--- config.mk ---
export PLATFORM = sky130hd
export DESIGN_NAME = ctr_stream_top
export DESIGN_NICKNAME = d
export VERILOG_FILES = /design/src/ctr_pkg.sv /design/src/ctr_stream_top.sv /design/src/ctr_word_serializer.sv /design/src/ctr_block_fifo.sv /design/src/ctr_block_gen.sv /design/src/ctr_incr_fsm.sv
export SDC_FILE = /design/constraint.sdc
export NUM_CORES = 1
export LEC_CHECK = 0
export BUFFER_PORTS_ARGS = -buffer_cell sky130_fd_sc_hd__buf_2
export CAP_MARGIN = 20
export CORE_UTILIZATION = 50
export CTS_BUF_LIST = sky130_fd_sc_hd__clkbuf_4 sky130_fd_sc_hd__clkbuf_8 sky130_fd_sc_hd__clkbuf_16
export DETAILED_ROUTE_END_ITERATION = 10
export HOLD_SLACK_MARGIN = 0.02
export PLACE_DENSITY = 0.73
export SYNTH_ARGS = -nofsm -noshare
export SYNTH_HDL_FRONTEND = slang
export SYNTH_SLANG_ARGS = --single-unit
--- constraint.sdc ---
create_clock -name clk_i -period 16.6 [get_ports clk_i]
set_clock_uncertainty 0.05 [all_clocks]
set_input_delay 0.83 -clock clk_i [delete_from_list [all_inputs] [get_ports clk_i]]
set_output_delay 0.83 -clock clk_i [all_outputs]
set_load 0.1 [all_outputs]
--- src/ctr_pkg.sv ---
/*
 * Counter-mode stream package
 * Counter block geometry, slice-serial increment sizing, block FIFO sizing
 * and the sparse state encoding of the increment FSM
 */
`default_nettype none

package ctr_pkg;

  ////////////////////////////////////////////////////////////
  // Counter block geometry
  ////////////////////////////////////////////////////////////

  // Full counter block, one cipher block wide
  localparam int unsigned CtrWidth = 128;

  // Increment granularity, one slice per clock
  localparam int unsigned SliceSize     = 16;
  localparam int unsigned NumSlices     = CtrWidth / SliceSize;
  localparam int unsigned SliceIdxWidth = 3;
  localparam logic [SliceIdxWidth-1:0] LastSliceIdx = SliceIdxWidth'(NumSlices - 1);

  // Output words, most significant first
  localparam int unsigned WordWidth     = 32;
  localparam int unsigned WordsPerBlock = CtrWidth / WordWidth;
  localparam int unsigned WordIdxWidth  = 2;
  localparam logic [WordIdxWidth-1:0] LastWordIdx = WordIdxWidth'(WordsPerBlock - 1);

  // Requested number of blocks per run
  localparam int unsigned CountWidth = 8;

  ////////////////////////////////////////////////////////////
  // Block FIFO sizing
  ////////////////////////////////////////////////////////////

  localparam int unsigned FifoDepth    = 2;
  localparam int unsigned FifoPtrWidth = 1;
  localparam int unsigned FifoCntWidth = 2;
  localparam logic [FifoPtrWidth-1:0] LastFifoPtr = FifoPtrWidth'(FifoDepth - 1);
  localparam logic [FifoCntWidth-1:0] FifoFullCnt = FifoCntWidth'(FifoDepth);

  ////////////////////////////////////////////////////////////
  // Sparse increment FSM encoding
  ////////////////////////////////////////////////////////////

  // Pairwise Hamming distance of at least 3
  typedef enum logic [5:0] {
    CTR_IDLE  = 6'b001001,
    CTR_INCR  = 6'b100011,
    CTR_ERROR = 6'b010100
  } ctr_state_e;

endpackage

`default_nettype wire
--- src/ctr_stream_top.sv ---
/*
 * Counter stream top level
 * Block generator, block FIFO and word serializer in a chain
 */
`timescale 1ns/1ps
`default_nettype none

module ctr_stream_top (
  input  wire                              clk_i,
  input  wire                              rst_ni,
  input  wire                              err_i,
  output logic                             alert_o,
  input  wire                              start_valid_i,
  output logic                             start_ready_o,
  input  wire  [ctr_pkg::CtrWidth-1:0]     start_iv_i,
  input  wire  [ctr_pkg::CountWidth-1:0]   start_count_i,
  output logic                             out_valid_o,
  input  wire                              out_ready_i,
  output logic [ctr_pkg::WordWidth-1:0]    out_word_o
);

  // Generator to FIFO
  logic                         push_valid, push_ready;
  logic [ctr_pkg::CtrWidth-1:0] push_block;
  // FIFO to serializer
  logic                         pop_valid, pop_ready;
  logic [ctr_pkg::CtrWidth-1:0] pop_block;
  // Alert fans out to flush and drop
  logic                         alert;

  assign alert_o = alert;

  ctr_block_gen i_block_gen (
    .clk_i         (clk_i),
    .rst_ni        (rst_ni),
    .start_valid_i (start_valid_i),
    .start_ready_o (start_ready_o),
    .start_iv_i    (start_iv_i),
    .start_count_i (start_count_i),
    .err_i         (err_i),
    .alert_o       (alert),
    .push_valid_o  (push_valid),
    .push_block_o  (push_block),
    .push_ready_i  (push_ready)
  );

  ctr_block_fifo i_block_fifo (
    .clk_i        (clk_i),
    .rst_ni       (rst_ni),
    .flush_i      (alert),
    .push_valid_i (push_valid),
    .push_ready_o (push_ready),
    .push_block_i (push_block),
    .pop_valid_o  (pop_valid),
    .pop_ready_i  (pop_ready),
    .pop_block_o  (pop_block)
  );

  ctr_word_serializer i_word_serializer (
    .clk_i       (clk_i),
    .rst_ni      (rst_ni),
    .drop_i      (alert),
    .in_valid_i  (pop_valid),
    .in_ready_o  (pop_ready),
    .in_block_i  (pop_block),
    .out_valid_o (out_valid_o),
    .out_ready_i (out_ready_i),
    .out_word_o  (out_word_o)
  );

endmodule

`default_nettype wire

--- src/ctr_word_serializer.sv ---
/*
 * Counter block word serializer
 * Holds one block and emits it as words, most significant first,
 * under valid/ready back-pressure
 */
`timescale 1ns/1ps
`default_nettype none

module ctr_word_serializer (
  input  wire                            clk_i,
  input  wire                            rst_ni,
  input  wire                            drop_i,

  // Block input
  input  wire                            in_valid_i,
  output logic                           in_ready_o,
  input  wire  [ctr_pkg::CtrWidth-1:0]   in_block_i,

  // Word output
  output logic                           out_valid_o,
  input  wire                            out_ready_i,
  output logic [ctr_pkg::WordWidth-1:0]  out_word_o
);

  logic                              full_q;
  logic [ctr_pkg::WordIdxWidth-1:0]  word_idx_q;
  logic [ctr_pkg::CtrWidth-1:0]      block_q;
  logic                              in_fire, out_fire;

  // Load only when empty
  assign in_ready_o  = !full_q && !drop_i;
  assign out_valid_o = full_q && !drop_i;
  // Current word always sits at the top
  assign out_word_o  = block_q[ctr_pkg::CtrWidth-1 -: ctr_pkg::WordWidth];

  assign in_fire  = in_valid_i && in_ready_o;
  assign out_fire = out_valid_o && out_ready_i;

  // Occupancy and word index
  always_ff @(posedge clk_i or negedge rst_ni) begin
    if (!rst_ni) begin
      full_q     <= 1'b0;
      word_idx_q <= '0;
    end else if (drop_i) begin
      full_q     <= 1'b0;
      word_idx_q <= '0;
    end else if (in_fire) begin
      full_q     <= 1'b1;
      word_idx_q <= '0;
    end else if (out_fire) begin
      // Free after the fourth word
      if (word_idx_q == ctr_pkg::LastWordIdx) begin
        full_q <= 1'b0;
      end
      word_idx_q <= word_idx_q + 1'b1;
    end
  end

  // Block shifts up one word per transfer
  always_ff @(posedge clk_i) begin
    if (in_fire) begin
      block_q <= in_block_i;
    end else if (out_fire) begin
      block_q <= block_q << ctr_pkg::WordWidth;
    end
  end

endmodule

`default_nettype wire

--- src/ctr_block_fifo.sv ---
/*
 * Counter block FIFO
 * Circular buffer of counter blocks with valid/ready on both sides
 * and a flush that empties it
 */
`timescale 1ns/1ps
`default_nettype none

module ctr_block_fifo (
  input  wire                           clk_i,
  input  wire                           rst_ni,
  input  wire                           flush_i,

  // Write side
  input  wire                           push_valid_i,
  output logic                          push_ready_o,
  input  wire  [ctr_pkg::CtrWidth-1:0]  push_block_i,

  // Read side
  output logic                          pop_valid_o,
  input  wire                           pop_ready_i,
  output logic [ctr_pkg::CtrWidth-1:0]  pop_block_o
);

  logic [ctr_pkg::CtrWidth-1:0]     mem_q [ctr_pkg::FifoDepth];
  logic [ctr_pkg::FifoPtrWidth-1:0] wptr_q, rptr_q;
  logic [ctr_pkg::FifoCntWidth-1:0] cnt_q;
  logic                             push_fire, pop_fire;

  // Handshakes
  assign push_ready_o = (cnt_q != ctr_pkg::FifoFullCnt) && !flush_i;
  assign pop_valid_o  = (cnt_q != '0);
  assign pop_block_o  = mem_q[rptr_q];

  assign push_fire = push_valid_i && push_ready_o;
  assign pop_fire  = pop_valid_o && pop_ready_i;

  // Pointers and fill level
  always_ff @(posedge clk_i or negedge rst_ni) begin
    if (!rst_ni) begin
      wptr_q <= '0;
      rptr_q <= '0;
      cnt_q  <= '0;
    end else if (flush_i) begin
      // Drop everything held
      wptr_q <= '0;
      rptr_q <= '0;
      cnt_q  <= '0;
    end else begin
      if (push_fire) begin
        wptr_q <= (wptr_q == ctr_pkg::LastFifoPtr) ? '0 : wptr_q + 1'b1;
      end
      if (pop_fire) begin
        rptr_q <= (rptr_q == ctr_pkg::LastFifoPtr) ? '0 : rptr_q + 1'b1;
      end
      case ({push_fire, pop_fire})
        2'b10:   cnt_q <= cnt_q + 1'b1;
        2'b01:   cnt_q <= cnt_q - 1'b1;
        default: cnt_q <= cnt_q;
      endcase
    end
  end

  // Storage
  always_ff @(posedge clk_i) begin
    if (push_fire) begin
      mem_q[wptr_q] <= push_block_i;
    end
  end

endmodule

`default_nettype wire

--- src/ctr_block_gen.sv ---
/*
 * Counter block generator
 * Holds the counter block, pushes a requested run of consecutive blocks
 * and steps the counter through the increment FSM between them
 */
`timescale 1ns/1ps
`default_nettype none

module ctr_block_gen (
  input  wire                              clk_i,
  input  wire                              rst_ni,

  // Start request
  input  wire                              start_valid_i,
  output logic                             start_ready_o,
  input  wire  [ctr_pkg::CtrWidth-1:0]     start_iv_i,
  input  wire  [ctr_pkg::CountWidth-1:0]   start_count_i,

  // Error in, alert out
  input  wire                              err_i,
  output logic                             alert_o,

  // Block push towards the FIFO
  output logic                             push_valid_o,
  output logic [ctr_pkg::CtrWidth-1:0]     push_block_o,
  input  wire                              push_ready_i
);

  // Run sequencing
  typedef enum logic [1:0] {
    GEN_IDLE = 2'b00,
    GEN_PUSH = 2'b01,
    GEN_INCR = 2'b10
  } gen_state_e;

  gen_state_e                          state_d, state_q;
  logic [ctr_pkg::CountWidth-1:0]      rem_d, rem_q;
  logic [ctr_pkg::CtrWidth-1:0]        ctr_q;
  ctr_pkg::ctr_state_e                 incr_view;

  logic                                start_fire, push_fire, incr_done;
  logic                                fsm_ready, slice_we;
  logic [ctr_pkg::SliceIdxWidth-1:0]   slice_idx;
  logic [ctr_pkg::SliceSize-1:0]       slice_rd, slice_wr;

  // Coarse view of the increment FSM for the idle test
  assign incr_view = alert_o   ? ctr_pkg::CTR_ERROR :
                     fsm_ready ? ctr_pkg::CTR_IDLE  : ctr_pkg::CTR_INCR;

  assign start_ready_o = (state_q == GEN_IDLE) && (incr_view == ctr_pkg::CTR_IDLE);
  assign start_fire    = start_valid_i && start_ready_o;

  // Nothing leaves while the alert is up
  assign push_valid_o = (state_q == GEN_PUSH) && !alert_o;
  assign push_block_o = ctr_q;
  assign push_fire    = push_valid_o && push_ready_i;

  // Last slice written this cycle
  assign incr_done = slice_we && (slice_idx == ctr_pkg::LastSliceIdx);

  // Slice read for the adder
  assign slice_rd = ctr_q[slice_idx*ctr_pkg::SliceSize +: ctr_pkg::SliceSize];

  ////////////////////////////////////////////////////////////
  // Sequencer
  ////////////////////////////////////////////////////////////

  always_comb begin
    state_d = state_q;
    rem_d   = rem_q;

    case (state_q)
      GEN_IDLE: begin
        // Zero count only loads the counter
        if (start_fire) begin
          rem_d = start_count_i;
          if (start_count_i != '0) begin
            state_d = GEN_PUSH;
          end
        end
      end
      GEN_PUSH: begin
        if (push_fire) begin
          rem_d   = rem_q - 1'b1;
          state_d = GEN_INCR;
        end
      end
      GEN_INCR: begin
        if (incr_done) begin
          state_d = (rem_q == '0) ? GEN_IDLE : GEN_PUSH;
        end
      end
      default: state_d = GEN_IDLE;
    endcase

    // Abandon the run on error
    if (alert_o) begin
      state_d = GEN_IDLE;
      rem_d   = '0;
    end
  end

  always_ff @(posedge clk_i or negedge rst_ni) begin
    if (!rst_ni) begin
      state_q <= GEN_IDLE;
      rem_q   <= '0;
    end else begin
      state_q <= state_d;
      rem_q   <= rem_d;
    end
  end

  // Counter block, updated in place one slice at a time
  always_ff @(posedge clk_i) begin
    if (start_fire) begin
      ctr_q <= start_iv_i;
    end else if (slice_we) begin
      ctr_q[slice_idx*ctr_pkg::SliceSize +: ctr_pkg::SliceSize] <= slice_wr;
    end
  end

  ////////////////////////////////////////////////////////////
  // Increment FSM
  ////////////////////////////////////////////////////////////

  ctr_incr_fsm i_incr_fsm (
    .clk_i       (clk_i),
    .rst_ni      (rst_ni),
    .incr_i      (push_fire),
    .err_i       (err_i),
    .ready_o     (fsm_ready),
    .alert_o     (alert_o),
    .slice_idx_o (slice_idx),
    .slice_i     (slice_rd),
    .slice_o     (slice_wr),
    .slice_we_o  (slice_we)
  );

endmodule

`default_nettype wire

--- src/ctr_incr_fsm.sv ---
/*
 * Slice-serial counter increment FSM
 * Adds one to the counter block a slice per cycle with a rippling carry,
 * and locks into a terminal error state that raises the alert
 */
`timescale 1ns/1ps
`default_nettype none

module ctr_incr_fsm (
  input  wire                                clk_i,
  input  wire                                rst_ni,

  // Handshake with the block generator
  input  wire                                incr_i,
  input  wire                                err_i,
  output logic                               ready_o,
  output logic                               alert_o,

  // Slice access into the generator's counter register
  output logic [ctr_pkg::SliceIdxWidth-1:0]  slice_idx_o,
  input  wire  [ctr_pkg::SliceSize-1:0]      slice_i,
  output logic [ctr_pkg::SliceSize-1:0]      slice_o,
  output logic                               slice_we_o
);

  ctr_pkg::ctr_state_e               state_d, state_q;
  logic [ctr_pkg::SliceIdxWidth-1:0] idx_d, idx_q;
  logic                              carry_d, carry_q;
  // One extra bit holds the carry-out
  logic [ctr_pkg::SliceSize:0]       sum;

  ////////////////////////////////////////////////////////////
  // Slice adder
  ////////////////////////////////////////////////////////////

  assign sum = {1'b0, slice_i} + {{ctr_pkg::SliceSize{1'b0}}, carry_q};

  assign slice_o     = sum[ctr_pkg::SliceSize-1:0];
  assign slice_idx_o = idx_q;

  ////////////////////////////////////////////////////////////
  // Control
  ////////////////////////////////////////////////////////////

  always_comb begin
    // Defaults
    ready_o    = 1'b0;
    slice_we_o = 1'b0;
    alert_o    = 1'b0;
    state_d    = state_q;
    idx_d      = idx_q;
    carry_d    = carry_q;

    case (state_q)
      ctr_pkg::CTR_IDLE: begin
        ready_o = 1'b1;
        if (incr_i) begin
          // Start at the lowest slice, carry in of one
          idx_d   = '0;
          carry_d = 1'b1;
          state_d = ctr_pkg::CTR_INCR;
        end
      end

      ctr_pkg::CTR_INCR: begin
        slice_we_o = 1'b1;
        carry_d    = sum[ctr_pkg::SliceSize];
        idx_d      = idx_q + 1'b1;
        // Top slice written, increment complete
        if (idx_q == ctr_pkg::LastSliceIdx) begin
          state_d = ctr_pkg::CTR_IDLE;
        end
      end

      ctr_pkg::CTR_ERROR: begin
        // Terminal, left only by reset
        alert_o = 1'b1;
      end

      default: begin
        // Illegal encoding, fail safe
        alert_o = 1'b1;
        state_d = ctr_pkg::CTR_ERROR;
      end
    endcase

    // External integrity error overrides everything
    if (err_i) begin
      state_d = ctr_pkg::CTR_ERROR;
    end
  end

  ////////////////////////////////////////////////////////////
  // Registers
  ////////////////////////////////////////////////////////////

  always_ff @(posedge clk_i or negedge rst_ni) begin
    if (!rst_ni) begin
      state_q <= ctr_pkg::CTR_IDLE;
      idx_q   <= '0;
      carry_q <= 1'b0;
    end else begin
      state_q <= state_d;
      idx_q   <= idx_d;
      carry_q <= carry_d;
    end
  end

endmodule

`default_nettype wire

; Yosys cells after proc, flatten, opt, wreduce, memory -nomap -nowiden
; Memories as Yosys holds them, arrays and structs flattened.
; Cells that the tools add are included.
[classes]
add_sub_neg = 9
eq_ne = 25
n_shift = 3
muxes = 46
n_reduce_logical = 24
[op_table]
columns = cell, n
row1 = $mux 128, 4
row2 = $bwmux 128, 1
row3 = $shift 16x34->128 const A, 1
row4 = $shiftx 128x8->16, 1
row5 = $shiftx 16x34->128, 1
row6 = $neg 7->34, 1
row7 = $mux 6, 5
row8 = $mux 8, 3
row9 = $mux 2, 9
row10 = $pmux 6 s3, 1
row11 = $add 16x1->17, 1
row12 = $mux 1, 17
row13 = $pmux 8 s2, 1
row14 = $ne 3x2->1 const B, 5
row15 = $eq 6x4->1 const B, 2
row16 = $ne 3x1->1 const B, 4
row17 = $logic_and 1x1->1, 10
row18 = $logic_not 8->1, 1
row19 = $reduce_bool 2->1, 4
row20 = $reduce_bool 8->1, 1
row21 = $sub 8x1->8 const B, 1
row22 = $eq 2x2->1 const B, 3
row23 = $eq 6x5->1 const B, 1
row24 = $eq 6x6->1 const B, 1
row25 = other kinds (20), 28
[word_totals]
register_bits = 283
ram_bits = 256
in_bits = 141
out_inout_bits = 35
mem_count = 1
[mem_list]
columns = memory, depth, width, rd, rd_ports_with_merged_regs, wr, line_no
row1 = i_block_fifo.mem_q, 2, 128, 1, 0, 1, ctr_block_fifo.sv:25  ; logic [ctr_pkg::CtrWidth-1:0] mem_q [ctr_pkg::FifoDepth];

; Depth between registers and ports, before layout
; Gate-level depths: netlist of run 1.
[logic_depth]
ltp_word = 10
ltp_mapped = 14
mapped_depth_nobuf = 9

; Cells and area by module
; Synthesis of run 1 repeated with hierarchy kept, for this count alone.
[unflattened]
hier_cells = 1508
hier_area_um2 = 23331.1
[modules_own_cells]
columns = module, instances, cells_per_inst, area_each_um2
row1 = ctr_block_fifo, 1, 423, 9422.8
row2 = ctr_block_gen, 1, 678, 7537.2
row3 = ctr_word_serializer, 1, 324, 5662.9
row4 = ctr_incr_fsm, 1, 83, 708.2

; Least setup slack after synthesis of run 1
; OpenSTA, ideal clock, no wires.
[synth_timing]
path_type = register to register
from = register i_block_gen.i_incr_fsm.state_q[3]
to = memory i_block_fifo.mem_q[0][0] (netlist name), enable pin
setup_ns = 0.617
t_arrival_ns = 6.360
required_time_ns = 15.933
setup_slack_ns = 9.572
path_stages_with_launch = 5
n_path_buf = 0
period_less_slack_ns = 7.028
cell_sequence = dfstp_2 xnor2_1 nor2_1 nand2_1 nor2_1
[synth_via]
elab_chain_len = 6
elab_cells_between_ends = 8
[synth_rtl]
columns = item, line_no
row1 = from (decl), ctr_incr_fsm.sv:26  ; ctr_pkg::ctr_state_e state_d, state_q;
row2 = from (signal assigned), ctr_incr_fsm.sv:99  ; state_q <= ctr_pkg::CTR_IDLE;
row3 = from (signal assigned), ctr_incr_fsm.sv:103  ; state_q <= state_d;
row4 = $eq 6x6->1 / $eq 6x4->1 (equally long branches), ctr_incr_fsm.sv:54  ; case (state_q)
row5 = $reduce_or 2->1 (no line) *, n/a
row6 = "$logic_and 1x1->1, on equally long branches", "ctr_block_gen.sv:54, ctr_block_fifo.sv:31"
row7 = $logic_and 1x1->1 *, ctr_block_fifo.sv:35  ; assign push_fire = push_valid_i && push_ready_o;
row8 = $mux 1 *, ctr_block_fifo.sv:66  ; if (push_fire) begin
row9 = $mux 1 (implied by the code) *, ctr_block_fifo.sv:67  ; mem_q[wptr_q] <= push_block_i;
row10 = to (decl), ctr_block_fifo.sv:25
; Every way passes the cells marked *; elsewhere a longest branch is shown, timed or not.

; Final worst setup path of run 1
[layout_timing]
from = register i_block_gen.i_incr_fsm.idx_q (netlist bit i_block_gen.i_incr_fsm.slice_idx_o[0])
to = register i_block_gen.ctr_q (netlist bit i_block_gen.push_block_o[95]) (data pin)
[layout_via]
elab_chain_len = 6
elab_cells_between_ends = 8
[layout_rtl]
columns = item, line_no
row1 = from (decl), ctr_incr_fsm.sv:27  ; logic [ctr_pkg::SliceIdxWidth-1:0] idx_d, idx_q;
row2 = from (signal assigned), ctr_incr_fsm.sv:104  ; idx_q <= idx_d;
row3 = $shiftx 128x8->16, ctr_block_gen.sv:62  ; assign slice_rd = ctr_q[slice_idx*ctr_pkg::SliceSize +: ctr_pkg::SliceSize];
row4 = $add 16x1->17, ctr_incr_fsm.sv:36  ; assign sum = {1'b0, slice_i} + {{ctr_pkg::SliceSize{1'b0}}, carry_q};
row5 = $shiftx 16x34->128, ctr_block_gen.sv:118  ; ctr_q[slice_idx*ctr_pkg::SliceSize +: ctr_pkg::SliceSize] <= slice_wr;
row6 = $bwmux 128 *, ctr_block_gen.sv:118
row7 = $mux 128 *, ctr_block_gen.sv:117  ; end else if (slice_we) begin
row8 = $mux 128 *, ctr_block_gen.sv:115  ; if (start_fire) begin
row9 = to (signal assigned), ctr_block_gen.sv:116  ; ctr_q <= start_iv_i;
row10 = "to (signal, indexed assignment)", ctr_block_gen.sv:118
row11 = to (decl), ctr_block_gen.sv:38  ; logic [ctr_pkg::CtrWidth-1:0] ctr_q;
; Every way passes the cells marked *; elsewhere a longest branch is shown, timed or not. The select of a mux whose other input is x is not followed.
; A chain may end at the register's enable or synchronous reset.

==> results of run 1 <==
[worst min-delay path by stage]
| stage | startpoint | endpoint | slack [ps] | cells after the start |
|---|---|---|---|---|
| detailed placement | i_block_gen.push_block_o[21]$_DFFE_PP_ | i_block_fifo.mem_q[0][21]$_DFFE_PP_ | 410 | 0 |
| global route | rst_ni | i_block_gen.i_incr_fsm.carry_q$_DFFE_PN0P_ | 230 | 1 |
| finish | rst_ni | i_word_serializer.word_idx_q[0]$_DFFE_PN0P_ | 190 | 1 |
| floorplan | i_block_gen.push_block_o[19]$_DFFE_PP_ | i_block_fifo.mem_q[0][19]$_DFFE_PP_ | 390 | 0 |
| CTS | rst_ni | i_word_serializer.word_idx_q[1]$_DFFE_PN0P_ | 200 | 1 |
| global placement | i_block_gen.push_block_o[86]$_DFFE_PP_ | i_block_fifo.mem_q[1][86]$_DFFE_PP_ | 390 | 0 |
[power by group through the flow]
stage	sequential, mW	clock, mW	combinational (mW)
floorplan	1.49	0	0.0121
global placement	1.49	0	0.0425
global route	1.46	1.25	0.0459
CTS	1.46	1.20	0.0430
finish	1.46	1.19	0.0436
detailed placement	1.49	0	0.0428
[registers in the layout, indices dropped and copies added, names as in the netlist]
name                                count
i_word_serializer.full_q                1
i_block_gen.rem_q                       8
i_block_gen.state_q                     2
i_block_gen.i_incr_fsm.carry_q          1
i_block_gen.i_incr_fsm.state_q          4
i_block_fifo.rptr_q                     1
i_block_fifo.cnt_q                      2
i_word_serializer.word_idx_q            2
i_block_gen.i_incr_fsm.slice_idx_o      3
i_block_fifo.mem_q                    256
i_block_fifo.wptr_q                     1
i_block_gen.push_block_o              128
i_word_serializer.block_q             128
[logic make-up (layout without fill, tap and decap cells)]
family	Yosys count	count (layout)	synth area share
xor+xnor	16	16	0.00623
simple gates	323	323	0.0646
mux	180	180	0.0990
fa+ha+maj	11	11	0.00612
buf+inv	129	315	0.0291
flops	537	537	0.712
compound gates	275	275	0.0831
[cell usage in the layout, fill, tap and decap left out, types with 9 or more instances in the layout]
cell type | Yosys | routed
edfxtp_1 | 512 | 512
buf_2 | 6 | 175
nand2_1 | 165 | 164
mux2i_1 | 146 | 146
o21ai_0 | 118 | 116
a22o_1 | 98 | 98
nor2_1 | 71 | 70
clkbuf_16 | 0 | 57
mux4_2 | 27 | 27
dfrtp_1 | 23 | 21
nand3_1 | 20 | 20
buf_4 | 37 | 20
clkinv_1 | 0 | 18
a21oi_1 | 15 | 15
inv_1 | 14 | 14
o31ai_1 | 14 | 14
clkbuf_4 | 0 | 14
ha_1 | 11 | 11
nor3_1 | 15 | 10
xnor2_1 | 9 | 9
[layout make-up]
class	instances	area, um2	area share
flip-flops and latches	537	16000	0.626
multi-input cells	805	5900	0.231
clock buffers	71	1530	0.0599
repair buffers	201	1140	0.0446
well taps	592	741	0.0290
clock inverters	29	200	0.00783
inverters	14	52.6	0.00205
[per-layer routing]
metal	up-vias	global-route usage	wire (um)
li1	5951	-	-
met1	6618	0.307	20700
met2	639	0.398	27200
met3	139	0.0576	5040
met4	4	0.130	2830
met5	-	0.0125	139
[per-stage QoR]
| stage | setup slack [ps] | area, um2 | cells | hold WS (ps) | power, mW |
|---|---|---|---|---|---|
| floorplan | 9570 | 22500 | 1471 | 386 | 1.50 |
| global placement | 12440 | 23700 | 2143 | 394 | 1.53 |
| detailed placement | 12260 | 23800 | 2146 | 406 | 1.53 |
| CTS | 12260 | 25500 | 2246 | 196 | 2.70 |
| global route | 12220 | 25600 | 2249 | 231 | 2.76 |
| finish | 12480 | 25600 | 2249 | 187 | 2.69 |
==> qor.yml, run 1 <==
grt-ovfl-total: 0
cts_root_buf: "clkbuf_16"
nets: 1765
worstPathCellList: "buf_4 > mux4_2 > nand2_1 > nand2_1 > ha_1 > a21boi_1 > nand3_1 > nor3_1 > o31ai_1"
die-area_um2: 45800
crit_start: "i_block_gen.i_incr_fsm.slice_idx_o[0]$_DFFE_PN0P_"
track_usage: 0.246
p_seq_frac: 0.543
worstSetupEndpointType: "flop"
crit_top_cell: "nand2_1"
synth.area.top_cells: "edfxtp_1 68%, mux2i_1 6.5%, a22o_1 3.8%"
cts_resized: 0
wl_per_cell_um: 24.9
drtIter0Drc: 1519
grt_pass1_vias: 13300
p_comb_frac: 0.016
die_y_um: 214
synth_top_area_frac: 0.684
fin_crit_ps: 4120
final-max-slew-violation-count: 0
clk_pin_slew_ps: 60
synth_commonest_cells: "512 x edfxtp_1, 165 x nand2_1, 146 x mux2i_1"
synth_top_cell_by_area: "edfxtp_1"
start_kind: "flop"
synthFlopType: "edfxtp_1"
ff2ff_setup_slack_ps: 12480
cts_tree: "done"
synth_nets: 1623
avgSynthCellArea_um2: 15.3
p_int_mw: 2.17
dieWidth_um: 214
drive_gt1_frac: 0.202
rsz0062_at_grt: "no"
criticalPathCategory: "flop to flop"
power.share.switching: 0.193
p_per_area_nw_per_um2: 105
endpoint: "i_block_gen.push_block_o[95]$_DFFE_PP_"
hp-class: "input pin to async pin"
synth.yosys.seq_area_share: 0.712
yosys_warnings: 0
syn-instance-count: 1471
period_share: 0.248
cp_num_cells: 9
cpPeakStageDelay_ps: 710
worst_r2r_path_depth: 9
postCtsSetupRepairBufs: 0
path_buf_inv: 1
dr.pass1.iters: 5
start_util: 0.507
crit_fanout: 34
ant_nets: 0
vias: 13400
htreeDepth: 2
syn_to_final_growth_pct: 13.8
reg2reg_from: "i_block_gen.i_incr_fsm.slice_idx_o[0]$_DFFE_PN0P_"
rows: 77
async_flop_share: 0.0466
grt_pass1_wl_um: 82800
cellLeakagePower_nw: 8.12
finalWirelength_um: 56000
gp_congestion: 0.921
boundaryPins: 176
crit_slowest_cell: "nor3_1"
synth_edf_count: 512
path_delay_family: "simple AND/OR/NAND/NOR gates"
avgViaCountPerCell: 5.94
antenna_cells: 0
grt_max_degree: 112
hpwl_um: 36800
setup_viol_count_final: 0
fillers: 3457
fmax_ghz: 0.243
clkPwrFrac: 0.440
worst_pin_slew_ps: 1160
peakVddDrop_uv: 68.0
p_switching_mw: 0.519
critPathRequiredTime_ps: 16870
synthesis.area_um2: 22500
clkLatencyLatePin_ps: 610
coreArea_um2: 44300
hold_buffers: 0
antenna_found_initial: 0
cts_made_buffers: 54
finalHoldViolCount: 0
yosysMostFrequentCell: "edfxtp_1"
max_cap_viol_count: 0
crit_arrival_ps: 4390
layout.core_utilization: 0.577
slew_headroom: 0.226
outcome: "completed"
clockBufferDepth: 3
io_buffers: 175
synth_cell_type_count: 62
clock-sinks: 537
synth-seq-cells: 537
setup_tns_ps: 0
drcViolationCount: 0
r2r_end: "i_block_gen.push_block_o[95]$_DFFE_PP_"
Power figures use the tool's default switching activity.
==> run 2: changes to the inputs <==
==> constraint.sdc (replaced) <==
create_clock -name clk_i -period 4.2 [get_ports clk_i]
set_clock_uncertainty 0.05 [all_clocks]
set_input_delay 0.21 -clock clk_i [delete_from_list [all_inputs] [get_ports clk_i]]
set_output_delay 0.21 -clock clk_i [all_outputs]
set_load 0.1 [all_outputs]
==> qor.yml, run 2 (synthesis gave the netlist of run 1 again) <==
outcome: "completed"  # unchanged
critPathRequiredTime_ps: 4620  # was 16870 ps
track_usage: 0.264  # was 0.246
drive_gt1_frac: 0.201  # was 0.202
die_y_um: 214  # unchanged
ant_nets: 0  # unchanged
fin_crit_ps: 3560  # was 4120 ps
path_delay_family: "multiplexers"  # was simple AND/OR/NAND/NOR gates
crit_fanout: 19  # was 34
avgViaCountPerCell: 5.88  # was 5.94
final-max-slew-violation-count: 0  # unchanged
die-area_um2: 45800  # unchanged
regMostFlops: "i_block_fifo.mem_q"  # unchanged
slew_headroom: 0.292  # was 0.226
drtIter0Drc: 1571  # was 1519
grt_pass1_wl_um: 88600  # was 82800 um
largest_reg_flops: 256  # unchanged
clockBufferDepth: 3  # unchanged
worst_pin_slew_ps: 1050  # was 1160 ps
clkLatencyLatePin_ps: 600  # was 610 ps
worstSetupEndpointType: "flop"  # unchanged
setup_viol_count_final: 0  # unchanged
setup_tns_ps: 0  # unchanged
hp-class: "input pin to flop"  # was input pin to async pin
crit_slowest_cell: "dfrtp_2"  # was nor3_1
cts_tree: "done"  # unchanged
grt-ovfl-total: 0  # unchanged
grt_pass1_vias: 14100  # was 13.3k
cpPeakStageDelay_ps: 760  # was 710 ps
nets: 1937  # was 1765
path_buf_inv: 1  # unchanged
fillers: 3321  # was 3457
cts_root_buf: "clkbuf_16"  # unchanged
period_share: 0.848  # was 0.248
criticalPathCategory: "flop to flop"  # unchanged
cts_resized: 0  # unchanged
peakVddDrop_uv: 314  # was 68.0 uV
clk_pin_slew_ps: 70  # was 60 ps
dieWidth_um: 214  # unchanged
gp_congestion: 1.00  # was 0.921
wl_per_cell_um: 25.0  # was 24.9 um
antenna_found_initial: 0  # unchanged
rsz0062_at_grt: "no"  # unchanged
cts_made_buffers: 52  # was 54
postCtsSetupRepairBufs: 0  # unchanged
worstPathCellList: "buf_4 > mux4_2 > mux2i_1 > a211o_1 > nand4b_1 > xor2_1 > a22o_1"  # was buf_4 > mux4_2 > nand2_1 > nand2_1 > ha_1 > a21boi_1 > nand3_1 > nor3_1 > o31ai_1
coreArea_um2: 44300  # unchanged
mostFrequentLayoutCell: "edfxtp_1"  # unchanged
hold_buffers: 136  # was 0
vias: 14200  # was 13.4k
boundaryPins: 176  # unchanged
fmax_ghz: 0.281  # was 0.243 GHz
dr.pass1.iters: 5  # unchanged
clock-sinks: 537  # unchanged
io_buffers: 175  # unchanged
htreeDepth: 2  # unchanged
finalHoldViolCount: 0  # unchanged
timing.hold.ws_ps: 79.8  # was 187 ps
syn_to_final_growth_pct: 20.5  # was 13.8%
antenna_cells: 0  # unchanged
max_cap_viol_count: 0  # unchanged
finalWirelength_um: 60400  # was 56000 um
setup_ws_ps: 640  # was 12480 ps
p_per_area_nw_per_um2: 386  # was 105 nW/um2
multi_input_area_um2: 5880  # was 5900 um2
stdcell_area_um2: 27100  # was 25600 um2
layout_common_cells: "512 x edfxtp_1, 175 x buf_2, 164 x nand2_1"  # unchanged
cellLeakagePower_nw: 8.81  # was 8.12 nW
hpwl_um: 40500  # was 36800 um
start_kind: "flop"  # unchanged
start_util: 0.507  # unchanged
drcViolationCount: 0  # unchanged
seqCellArea_um2: 16000  # unchanged
dp_worst_setup_slack_ps: 722  # was 12260 ps
layout.core_utilization: 0.611  # was 0.577
grt_max_degree: 75  # was 112
rows: 77  # unchanged
crit_arrival_ps: 3980  # was 4390 ps
place_area_um2: 24100  # was 23800 um2
run 2: path summary, 6_finish.rpt:
path / startpoint / end / slack, ps / depth (start not counted)
setup / recovery: i_block_gen.i_incr_fsm.slice_idx_o[0]$_DFFE_PN0P_ / i_block_gen.push_block_o[109]$_DFFE_PP_ / 640 / 7
hold / removal: start_iv_i[46] / i_block_gen.push_block_o[46]$_DFFE_PP_ / 80 / 3
setup reg to reg: i_block_gen.i_incr_fsm.slice_idx_o[0]$_DFFE_PN0P_ / i_block_gen.push_block_o[109]$_DFFE_PP_ / 640 / 7
hold reg to reg: i_block_gen.push_block_o[78]$_DFFE_PP_ / i_block_fifo.mem_q[0][78]$_DFFE_PP_ / 430 / 0
max in group asynchronous: rst_ni / i_block_fifo.rptr_q$_DFFE_PN0N_ / 3510 / 2
min in group asynchronous: rst_ni / i_word_serializer.word_idx_q[1]$_DFFE_PN0P_ / 120 / 2
run 2: cell type report:
class                   count  share of cell area
flip-flops and latches    537               0.591
multi-input cells         805               0.217
repair buffers            375               0.104
clock buffers              61              0.0512
well taps                 592              0.0273
clock inverters            30             0.00744
inverters                  14             0.00194
run 2: stage by stage:
| stage | std cells | total power [mW] |
|---|---|---|
| finish | 2414 | 10.5 |
| global route | 2414 | 10.7 |
| CTS | 2414 | 10.5 |
| detailed placement | 2187 | 6.06 |
| global placement | 2186 | 6.06 |
| floorplan | 1471 | 5.94 |
run 2: metal layers:
layer,global-route usage,part of all wire
met1,0.333,0.37
met4,0.129,0.048
met3,0.0489,0.085
met5,0,0
met2,0.441,0.49
run 2: power by group:
| group | total (mW) | switching (mW) | internal [mW] | leakage [nW] |
|---|---|---|---|---|
| clock network | 4.41 | 1.94 | 2.47 | 0.793 |
| registers | 5.78 | 0.00312 | 5.78 | 3.90 |
| logic | 0.272 | 0.116 | 0.157 | 4.11 |
run 2: tightest hold or removal path, delay by kind of cell:
family | cells | cell delay (ps)
buffers and inverters | 1 | 80
AND/OR/NAND/NOR | 1 | 200
AO/OA/AOI/OAI | 1 | 130
